$ cat config.mk
export PLATFORM = sky130hd
export DESIGN_NAME = BimodalPredictor
export DESIGN_NICKNAME = d
export VERILOG_FILES = /design/src/source/BranchPredTypes.sv /design/src/source/BimodalPredictor.sv /design/src/source/PhtLookup.sv /design/src/source/PhtRam.sv /design/src/source/PhtUpdateArbiter.sv /design/src/source/PhtUpdateQueue.sv
export SDC_FILE = /design/constraint.sdc
export NUM_CORES = 1
export LEC_CHECK = 0
export ABC_AREA = 1
export ABC_CLOCK_PERIOD_IN_PS = 5100
export BUFFER_PORTS_ARGS = -buffer_cell sky130_fd_sc_hd__buf_2
export CORE_MARGIN = 2
export CORE_UTILIZATION = 40
export CTS_CLUSTER_DIAMETER = 50
export DETAILED_ROUTE_END_ITERATION = 10
export MAX_ROUTING_LAYER = met4
export SLEW_MARGIN = 10
export SYNTH_ARGS = -nofsm -noshare
export SYNTH_HDL_FRONTEND = slang
export SYNTH_SLANG_ARGS = --single-unit
$ cat constraint.sdc
create_clock -name clock -period 5.1 [get_ports clock]
set_clock_uncertainty 0.2 [all_clocks]
set_input_delay 1.53 -clock clock [delete_from_list [all_inputs] [get_ports clock]]
set_output_delay 1.53 -clock clock [all_outputs]
set_load 0.02 [all_outputs]
$ cat src/source/BranchPredTypes.sv
/*
 * Widths, table sizes and vector types of the bimodal branch predictor.
 * Every predictor module imports this package with a wildcard import
 * in its header.
 */
package BranchPredTypes;

    // Program counter and instruction layout.
    localparam int PcWidth = 32;
    localparam int InsnByteWidth = 4;
    localparam int InsnOffsetWidth = 2;

    // Pattern history table geometry.
    localparam int PhtEntryNum = 64;
    localparam int PhtIndexWidth = 6;
    localparam int PhtEntryWidth = 2;
    localparam int PhtEntryMax = 3;

    // Weakly taken.
    localparam int PhtInitValue = 2;

    // Lanes on the fetch side and on the retire side.
    localparam int FetchWidth = 2;
    localparam int IssueWidth = 2;

    // Deferred update queue.
    localparam int PhtQueueSize = 4;
    localparam int PhtQueuePtrWidth = 2;

    typedef logic [PcWidth-1:0] PcPath;
    typedef logic [PhtIndexWidth-1:0] PhtIndex;
    typedef logic [PhtEntryWidth-1:0] PhtEntry;
    typedef logic [PhtQueuePtrWidth-1:0] PhtQueuePtr;

    // Sweep fills the table after reset, Run serves branch results.
    typedef enum logic {
        Sweep,
        Run
    } ArbiterState;

endpackage

$ cat src/source/BimodalPredictor.sv
/*
 * Bimodal branch direction predictor for a two-wide fetch unit.
 * Connects the lookup logic, the counter table, the write arbiter
 * and the deferred update queue.
 */
`timescale 1ns/1ps

module BimodalPredictor import BranchPredTypes::*; (
    input  logic                      clock,
    input  logic                      reset,
    input  PcPath                     predNextPc,
    input  logic    [FetchWidth-1:0]  btbHit,
    output logic    [FetchWidth-1:0]  brPredTaken,
    output PhtEntry [FetchWidth-1:0]  phtPrevValue,
    input  logic    [IssueWidth-1:0]  brValid,
    input  PcPath   [IssueWidth-1:0]  brPc,
    input  logic    [IssueWidth-1:0]  brTaken,
    input  logic    [IssueWidth-1:0]  brMispred,
    input  PhtEntry [IssueWidth-1:0]  brPrevValue,
    output logic                      initDone
);

    PhtIndex [FetchWidth-1:0] readIndex;

    logic    writeEnable;
    PhtIndex writeIndex;
    PhtEntry writeValue;

    logic    push;
    PhtIndex pushIndex;
    PhtEntry pushValue;
    logic    pop;
    PhtIndex headIndex;
    PhtEntry headValue;
    logic    empty;

    PhtLookup lookup (
        .predNextPc  (predNextPc),
        .readIndex   (readIndex),
        .readValue   (phtPrevValue),
        .btbHit      (btbHit),
        .brPredTaken (brPredTaken)
    );

    // Read data also leaves the top level so fetch can return it with the branch result.
    PhtRam pht (
        .clock       (clock),
        .readIndex   (readIndex),
        .readValue   (phtPrevValue),
        .writeEnable (writeEnable),
        .writeIndex  (writeIndex),
        .writeValue  (writeValue)
    );

    PhtUpdateArbiter arbiter (
        .clock       (clock),
        .reset       (reset),
        .brValid     (brValid),
        .brPc        (brPc),
        .brTaken     (brTaken),
        .brMispred   (brMispred),
        .brPrevValue (brPrevValue),
        .writeEnable (writeEnable),
        .writeIndex  (writeIndex),
        .writeValue  (writeValue),
        .push        (push),
        .pushIndex   (pushIndex),
        .pushValue   (pushValue),
        .pop         (pop),
        .headIndex   (headIndex),
        .headValue   (headValue),
        .empty       (empty),
        .initDone    (initDone)
    );

    // Overflowing updates are dropped inside the queue.
    PhtUpdateQueue updateQueue (
        .clock     (clock),
        .reset     (reset),
        .push      (push),
        .pushIndex (pushIndex),
        .pushValue (pushValue),
        .pop       (pop),
        .headIndex (headIndex),
        .headValue (headValue),
        .full      (),
        .empty     (empty)
    );

endmodule

$ cat src/source/PhtLookup.sv
/*
 * Fetch side of the predictor.
 * Forms one table index per fetch slot from the fetch PC, and one cycle
 * later turns the returned counters and BTB hits into taken predictions,
 * keeping only the first taken slot.
 */
`timescale 1ns/1ps

module PhtLookup import BranchPredTypes::*; (
    input  PcPath                    predNextPc,
    output PhtIndex [FetchWidth-1:0] readIndex,
    input  PhtEntry [FetchWidth-1:0] readValue,
    input  logic    [FetchWidth-1:0] btbHit,
    output logic    [FetchWidth-1:0] brPredTaken
);

    PcPath [FetchWidth-1:0] slotPc;
    logic takenSeen;

    // Consecutive instructions of the fetch group.
    always_comb begin
        for (int i = 0; i < FetchWidth; i++) begin
            slotPc[i] = predNextPc + PcPath'(i * InsnByteWidth);
            readIndex[i] = slotPc[i][PhtIndexWidth+InsnOffsetWidth-1:InsnOffsetWidth];
        end
    end

    // Counter top bit says taken, but only a BTB hit makes it a branch.
    always_comb begin
        takenSeen = 1'b0;
        for (int i = 0; i < FetchWidth; i++) begin
            brPredTaken[i] = !takenSeen && readValue[i][PhtEntryWidth-1] && btbHit[i];
            // Slots behind a taken branch are never reached.
            takenSeen = takenSeen | brPredTaken[i];
        end
    end

endmodule

$ cat src/source/PhtRam.sv
/*
 * Counter storage of the pattern history table.
 * One registered read port per fetch lane and a single write port;
 * a read that meets a write to the same entry returns the old value.
 */
`timescale 1ns/1ps

module PhtRam import BranchPredTypes::*; (
    input  logic                       clock,
    input  PhtIndex [FetchWidth-1:0]   readIndex,
    output PhtEntry [FetchWidth-1:0]   readValue,
    input  logic                       writeEnable,
    input  PhtIndex                    writeIndex,
    input  PhtEntry                    writeValue
);

    // No reset here. The arbiter sweeps every entry after reset.
    PhtEntry entries [PhtEntryNum];

    always_ff @(posedge clock) begin
        if (writeEnable) begin
            entries[writeIndex] <= writeValue;
        end
    end

    // Nonblocking reads sample the array before this edge's write.
    always_ff @(posedge clock) begin
        for (int i = 0; i < FetchWidth; i++) begin
            readValue[i] <= entries[readIndex[i]];
        end
    end

endmodule

$ cat src/source/PhtUpdateArbiter.sv
/*
 * Owner of the table's write port.
 * Sweeps the table to weakly taken after reset, then turns retired
 * branch results into saturated counter writes, deferring the second
 * lane into the update queue and draining it when the port is idle.
 */
`timescale 1ns/1ps

module PhtUpdateArbiter import BranchPredTypes::*; (
    input  logic                      clock,
    input  logic                      reset,
    input  logic    [IssueWidth-1:0]  brValid,
    input  PcPath   [IssueWidth-1:0]  brPc,
    input  logic    [IssueWidth-1:0]  brTaken,
    input  logic    [IssueWidth-1:0]  brMispred,
    input  PhtEntry [IssueWidth-1:0]  brPrevValue,
    output logic                      writeEnable,
    output PhtIndex                   writeIndex,
    output PhtEntry                   writeValue,
    output logic                      push,
    output PhtIndex                   pushIndex,
    output PhtEntry                   pushValue,
    output logic                      pop,
    input  PhtIndex                   headIndex,
    input  PhtEntry                   headValue,
    input  logic                      empty,
    output logic                      initDone
);

    ArbiterState state;
    PhtIndex sweepIndex;

    PhtIndex [IssueWidth-1:0] laneIndex;
    PhtEntry [IssueWidth-1:0] laneValue;

    logic    directValid;
    PhtIndex directIndex;
    PhtEntry directValue;
    logic    deferValid;
    logic    laneCancel;

    // Table index and saturated next value for every result lane.
    always_comb begin
        for (int i = 0; i < IssueWidth; i++) begin
            laneIndex[i] = brPc[i][PhtIndexWidth+InsnOffsetWidth-1:InsnOffsetWidth];
            if (brTaken[i]) begin
                laneValue[i] = (brPrevValue[i] == PhtEntryMax) ?
                    brPrevValue[i] : brPrevValue[i] + 1'b1;
            end else begin
                laneValue[i] = (brPrevValue[i] == '0) ?
                    brPrevValue[i] : brPrevValue[i] - 1'b1;
            end
        end
    end

    // Lanes in program order. A mispredicted lane squashes younger ones.
    always_comb begin
        directValid = 1'b0;
        directIndex = laneIndex[0];
        directValue = laneValue[0];
        deferValid = 1'b0;
        laneCancel = 1'b0;
        for (int i = 0; i < IssueWidth; i++) begin
            if (brValid[i] && !laneCancel) begin
                if (!directValid) begin
                    directValid = 1'b1;
                    directIndex = laneIndex[i];
                    directValue = laneValue[i];
                end else begin
                    deferValid = 1'b1;
                end
                laneCancel = brMispred[i];
            end
        end
    end

    // Only the last lane ever goes to the queue.
    assign pushIndex = laneIndex[IssueWidth-1];
    assign pushValue = laneValue[IssueWidth-1];
    assign push = (state == Run) && deferValid;

    // Write port priority: sweep, then direct result, then queue head.
    always_comb begin
        writeEnable = 1'b0;
        writeIndex = directIndex;
        writeValue = directValue;
        pop = 1'b0;
        if (state == Sweep) begin
            writeEnable = 1'b1;
            writeIndex = sweepIndex;
            writeValue = PhtEntry'(PhtInitValue);
        end else if (directValid) begin
            writeEnable = 1'b1;
        end else if (!empty) begin
            writeEnable = 1'b1;
            writeIndex = headIndex;
            writeValue = headValue;
            pop = 1'b1;
        end
    end

    always_ff @(posedge clock) begin
        if (reset) begin
            state <= Sweep;
            sweepIndex <= '0;
        end else if (state == Sweep) begin
            sweepIndex <= sweepIndex + 1'b1;
            if (sweepIndex == PhtIndex'(PhtEntryNum - 1)) begin
                state <= Run;
            end
        end
    end

    assign initDone = (state == Run);

endmodule

$ cat src/source/PhtUpdateQueue.sv
/*
 * Small circular buffer for counter writes that lost the write port.
 * The head entry is visible combinationally; a push into a full
 * queue is dropped, and push and pop may happen in the same cycle.
 */
`timescale 1ns/1ps

module PhtUpdateQueue import BranchPredTypes::*; (
    input  logic    clock,
    input  logic    reset,
    input  logic    push,
    input  PhtIndex pushIndex,
    input  PhtEntry pushValue,
    input  logic    pop,
    output PhtIndex headIndex,
    output PhtEntry headValue,
    output logic    full,
    output logic    empty
);

    PhtIndex queueIndex [PhtQueueSize];
    PhtEntry queueValue [PhtQueueSize];

    PhtQueuePtr headPtr;
    PhtQueuePtr tailPtr;

    // One extra bit so that a full queue can be told from an empty one.
    logic [PhtQueuePtrWidth:0] count;

    logic pushAccept;
    logic popAccept;

    assign full = (count == PhtQueueSize);
    assign empty = (count == '0);

    assign pushAccept = push && !full;
    assign popAccept = pop && !empty;

    assign headIndex = queueIndex[headPtr];
    assign headValue = queueValue[headPtr];

    // Payload storage.
    always_ff @(posedge clock) begin
        if (pushAccept) begin
            queueIndex[tailPtr] <= pushIndex;
            queueValue[tailPtr] <= pushValue;
        end
    end

    // Pointers wrap on their own since the depth is a power of two.
    always_ff @(posedge clock) begin
        if (reset) begin
            headPtr <= '0;
            tailPtr <= '0;
            count <= '0;
        end else begin
            if (pushAccept) begin
                tailPtr <= tailPtr + 1'b1;
            end
            if (popAccept) begin
                headPtr <= headPtr + 1'b1;
            end
            count <= count + pushAccept - popAccept;
        end
    end

endmodule
; Word level (Yosys, flattened, before mapping)
; Memories as Yosys holds them, arrays and structs flattened. A register that Yosys moved wholly into a read port is not among the register bits.
; Index checks and enable logic that the tools add are counted.
[word_totals]
out_inout_bits = 7
register_bits = 14
ram_bits = 160
n_memories = 3
[memory_table]
columns = memory, words, word_bits, rd, rd_clocked_by_memory_dff, write_ports, line_no
row1 = pht.entries, 64, 2, 2, 2, 1, PhtRam.sv:18  ; PhtEntry entries [PhtEntryNum];
row2 = updateQueue.queueIndex, 4, 6, 1, 1, 1, PhtUpdateQueue.sv:21  ; PhtIndex queueIndex [PhtQueueSize];
row3 = updateQueue.queueValue, 4, 2, 1, 1, 1, PhtUpdateQueue.sv:22  ; PhtEntry queueValue [PhtQueueSize];
[classes]
eq_ne = 4
n_mux = 36
n_addsub = 10
reduce_logical = 14
[ops]
columns = operator, n
row1 = $mux W2, 15
row2 = $mux W6, 5
row3 = $mux W1, 16
row4 = $add A2 B1 Y2 const B, 4
row5 = $add A8 B3 Y8 const B, 1
row6 = $logic_and A1 B1 Y1, 7
row7 = $add A6 B1 Y6 const B, 1
row8 = $eq A6 B6 Y1 const B, 1
row9 = $eq A2 B2 Y1 const B, 2
row10 = $logic_not A1 Y1, 4
row11 = $logic_not A2 Y1, 2
row12 = $sub A2 B1 Y2 const B, 2
row13 = $add A3 B1 Y3, 1
row14 = $eq A3 B3 Y1 const B, 1
row15 = $logic_not A3 Y1, 1
row16 = $sub A3 B1 Y3, 1

; Depth between registers and ports, before layout
[depth]
ltp_word = 9
depth_mapped = 12

; Modules after synthesis
; From an unflattened synthesis, not the netlist that was laid out.
[unflattened]
hier_cells = 1133
area_unflattened_um2 = 9574.2
[by_module_without_submodules]
columns = mod, n_inst, area_per_inst_um2, seq_area_each_um2, cells_each
row1 = PhtRam, 1, 6999.2, 3923.8, 822
row2 = PhtUpdateQueue, 1, 1679.1, 1141.1, 145
row3 = PhtUpdateArbiter, 1, 739.5, 140.1, 139
row4 = PhtLookup, 1, 156.4, 0.0, 27

; Worst setup path before layout
; OpenSTA, ideal clock, no wires.
[synth_path]
kind = input -> register
start = input brValid[0]
end = memory pht.entries[0][0] (netlist bit), data pin
t_arrival_ns = 3.805
required_time_ns = 4.352
path_stages = 6
slack_ns = 0.547
n_path_buf = 1
path_cell_list = buf_6 > nand2_2 > nand2_4 > nor2_1 > nand2_1 > a21oi_1
[synth_between]
elab_chain_cells = 7
elab_cells_between_ends = 10
cone_classes = mux: 8 / reduce/logical: 2
[synth_lines]
columns = element, line_no
row1 = "start, declared", BimodalPredictor.sv:15  ; input logic [IssueWidth-1:0] brValid,
row2 = $mux W1, PhtUpdateArbiter.sv:64  ; if (brValid[i] && !laneCancel) begin
row3 = $logic_not A1 Y1, PhtUpdateArbiter.sv:64
row4 = $logic_and A1 B1 Y1, PhtUpdateArbiter.sv:64
row5 = $mux W2, PhtUpdateArbiter.sv:64
row6 = $mux W2, PhtUpdateArbiter.sv:94  ; end else if (!empty) begin
row7 = $mux W2 *, PhtUpdateArbiter.sv:92  ; end else if (directValid) begin
row8 = $mux W2 *, PhtUpdateArbiter.sv:88  ; if (state == Sweep) begin
row9 = net arbiter.writeValue[0], PhtUpdateArbiter.sv:19  ; output PhtEntry writeValue,
row10 = "end, declared", PhtRam.sv:18
; Mark *: on every way through the listed nets, which the timed path passes. The rest lies on a longest branch.

; Worst setup path in the final report
[layout_path]
start = input predNextPc[2]
end = register pht.readValue[2] (netlist bit), read port of pht.entries
[layout_between]
elab_chain_cells = 1
[layout_lines]
columns = element, line_no
row1 = "start, declared", BimodalPredictor.sv:11  ; input PcPath predNextPc,
row2 = $add A8 B3 Y8, PhtLookup.sv:23  ; slotPc[i] = predNextPc + PcPath'(i * InsnByteWidth);
row3 = "end, declared", PhtRam.sv:11  ; output PhtEntry [FetchWidth-1:0] readValue,
; No other way between the ends.
; A chain may end at the register's enable or synchronous reset.

==> impl_metrics.py <==
metrics = {
    "outcome": {
        "status": "finished, final reports clean",
    },
    "place": {
        "pre_cts_slack_ps": 957,
        "io_buffers": 37,
        "finalWeightedCongestion": 0.825,
        "hpwl_um": 16000,
    },
    "die": {
        "core_area_um2": 23500,
        "io_pins": 117,
        "dieArea_um2": 25300,
        "die_h_um": 159,
        "die_w_um": 159,
        "start_util_pct": 40.9,
        "rows": 56,
    },
    "yosys": {
        "synth_edf_count": 160,
        "async_flop_share_pct": 0,
        "yosys.cell_count.top_type": "nand2_1",
        "ys_top_cells_by_count": "288 x nand2_1, 180 x nand3_1, 160 x edfxtp_1",
        "synth_top_flop_cell": "edfxtp_1",
        "yosysTopAreaCellShare_pct": 49.9,
        "synth_nets": 1239,
        "synth_cell_type_count": 40,
        "synthCells": 1120,
        "yosys_warnings": 0,
        "yosys_register_bits": 180,
        "synth.cell_area_um2": 9620,
        "yosysSeqAreaShare_pct": 54.1,
        "synth_area_leaders": "edfxtp_1 50%, nand2_1 11%, nand3_1 9.4%",
        "syn_area_per_cell_um2": 8.59,
        "yosysTopAreaCell": "edfxtp_1",
    },
    "clock_network": {
        "cts_tree": "done",
        "htreeDepth": 4,
        "cts_buffer_depth": 2,
        "worstSkewPairLatency_ps": 450,
        "post_cts_resized": 0,
        "cts_hold_buf": 0,
        "post-cts-setup-buffers": 0,
        "cts.sinks": 180,
        "clkSlewWorstSetupHoldPaths_ps": 80,
        "ctsRootBufferMaster": "clkbuf_16",
        "cts_made_buffers": 17,
    },
    "global_route": {
        "grt.met2_usage_pct": 33.1,
        "grt_pass1_wl_um": 39800,
        "top_usage_layer": "met2",
        "antenna_found_initial": 0,
        "globalRouteMet3Util_pct": 2.94,
        "grt_max_degree": 77,
        "gr-total-overflow": 0,
        "grt_use_total_pct": 20.8,
        "met1_usage_pct": 27.6,
        "grt_pass1_vias": 7248,
    },
    "critical_path": {
        "crit_arrival_ps": 3940,
        "r2r_end": "pht.entries[38][0]$_DFFE_PP_",
        "crit_slowest_cell": "buf_4",
        "crit_path_cell_trace": "buf_4, buf_4, buf_4, nor2_1, nor2_1, o21ai_0, nand3_1, nand3_1, nand3_1, nand3_1, nand2_1",
        "required_ps": 5290,
        "critPathMostFrequentCell": "nand3_1",
        "cp_top_family": "buffers and inverters",
        "criticalPathCategory": "in2reg",
        "reg2regPathDepth": 8,
        "cpPeakStageDelay_ps": 630,
        "crit_fanout": 76,
        "path_buf_inv": 3,
        "rrSetupSlack_ps": 1840,
        "critPathCaptureType": "register",
        "start_kind": "input pin",
    },
    "run": {
        "cap_violations": 0,
    },
    "final_layout": {
        "area_growth_pct": 10.7,
        "fill_cells": 2331,
        "final_layout_size_suffix_gt1_share_pct": 11.2,
        "antennaDiodeCount": 0,
        "fin_nets": 1250,
    },
    "timing": {
        "max_freq_mhz": 267,
        "layout_min_cycle_time_ps": 3750,
        "maxSlewViolCount": 0,
        "whs_ps": 268,
        "setup_tns_ps": 0,
        "setup_viol_count_final": 0,
        "rsz0062_at_grt": "false",
        "max-slew-margin-rel_pct": 20.9,
        "hold_violations": 0,
        "setup_ws_ps": 1350,
        "tightest_slew_ps": 1190,
        "fin_crit_sh_pct": 73.5,
    },
    "power_and_ir_drop": {
        "leakagePower_nw": 4.13,
        "vdd_drop_max_mv": 0.272,
        "p_per_area_nw_per_um2": 308,
    },
    "min_path": {
        "hold_class": "reg2reg",
        "hp-start": "updateQueue.headPtr[1]$_SDFFE_PP0P_",
        "hold_depth": 2,
        "whs_endpoint": "updateQueue.headPtr[1]$_SDFFE_PP0P_",
    },
    "route": {
        "first_iter_violations": 631,
        "routed_via_density": 5.23,
        "num_vias": 7654,
        "drc": 0,
        "wire_per_inst_um": 17.1,
        "ant_nets": 0,
        "drtPass1Iterations": 5,
        "wirelength_um": 25000,
    },
}
==> flip-flops by register name (all words and copies together), names as in the netlist, named ones only <==
name                    flops
arbiter.initDone            1
updateQueue.queueIndex     24
arbiter.sweepIndex          6
updateQueue.headPtr         2
updateQueue.tailPtr         2
pht.entries               128
pht.readValue               4
updateQueue.count           3
updateQueue.queueValue      8
==> tightest hold or removal path, cell delays in order (launching register included) <==
cell and delay [ps]:
dfxtp_1 300, inv_1 60, a21oi_1 60
==> per-stage QoR <==
step / utilization [%] / instances / power, W / cell area (µm²)
2_1_floorplan: - / 1120 / 0.00186 / 9620
3_3_place_gp: 42.7 / 1431 / 0.00197 / 10000
3_5_place_dp: 42.7 / 1431 / 0.00197 / 10000
4_1_cts: 45.3 / 1463 / 0.00330 / 10700
5_1_grt: 45.3 / 1463 / 0.00340 / 10700
6_report: 45.3 / 1463 / 0.00329 / 10700
==> kinds of logic (layout without fill, tap and decap cells) <==
logic type	after synthesis	count (layout)	synth area share, %
compound gates	134	134	8.06
xor+xnor	3	3	0.351
fa+ha+maj	9	9	1.25
buf+inv	152	176	6.70
simple gates	642	642	29.6
flops	180	180	54.1
==> worst max path at each step <==
stage / startpoint / endpoint / slack (ps) / cells past startpoint
final: predNextPc[2] / pht.readValue[2]$_DFF_P_ / 1350 / 11
after global routing: predNextPc[2] / pht.readValue[2]$_DFF_P_ / 1100 / 11
after CTS: predNextPc[2] / pht.readValue[2]$_DFF_P_ / 1380 / 11
after detailed placement: predNextPc[2] / pht.readValue[3]$_DFF_P_ / 960 / 10
after global placement: predNextPc[2] / pht.readValue[3]$_DFF_P_ / 980 / 10
after floorplan: brValid[0] / pht.entries[0][0]$_DFFE_PP_ / 550 / 6
==> layer usage <==
metal | routed length, µm | share of wire (%)
met1 | 11400 | 46
met2 | 11900 | 47
met3 | 1130 | 4.5
met4 | 573 | 2.3
met5 | 0 | 0
==> final cells by class <==
cell class	instances	area, µm²	area share (%)
multi-input cells	788	3790	35.5
well taps	319	399	3.75
clock inverters	15	181	1.70
clock buffers	17	425	3.99
repair buffers	48	270	2.54
flip-flops and latches	180	5200	48.8
inverters	96	387	3.63
==> cell usage in the layout (no fill, tap or decap), drive strengths merged, types with 7 or more instances in the layout <==
master and count:
buf 48, nand4 8, clkinv 7, nand3 188, edfxtp 160, nor2 138, clkbuf 17, a21oi 30
dfxtp 20, ha 8, o211ai 30, inv 102, o21ai 70, nand2 300
==> where the power goes <==
| group | switching [W] | leakage [nW] | internal [W] |
|---|---|---|---|
| logic | 0.000242 | 2.16 | 0.000102 |
| clock network | 0.000636 | 0.299 | 0.000706 |
| registers | 0.00000538 | 1.67 | 0.00160 |
| total | 0.000884 | 4.13 | 0.00240 |
No activity file was read; power rests on OpenSTA's default activity.
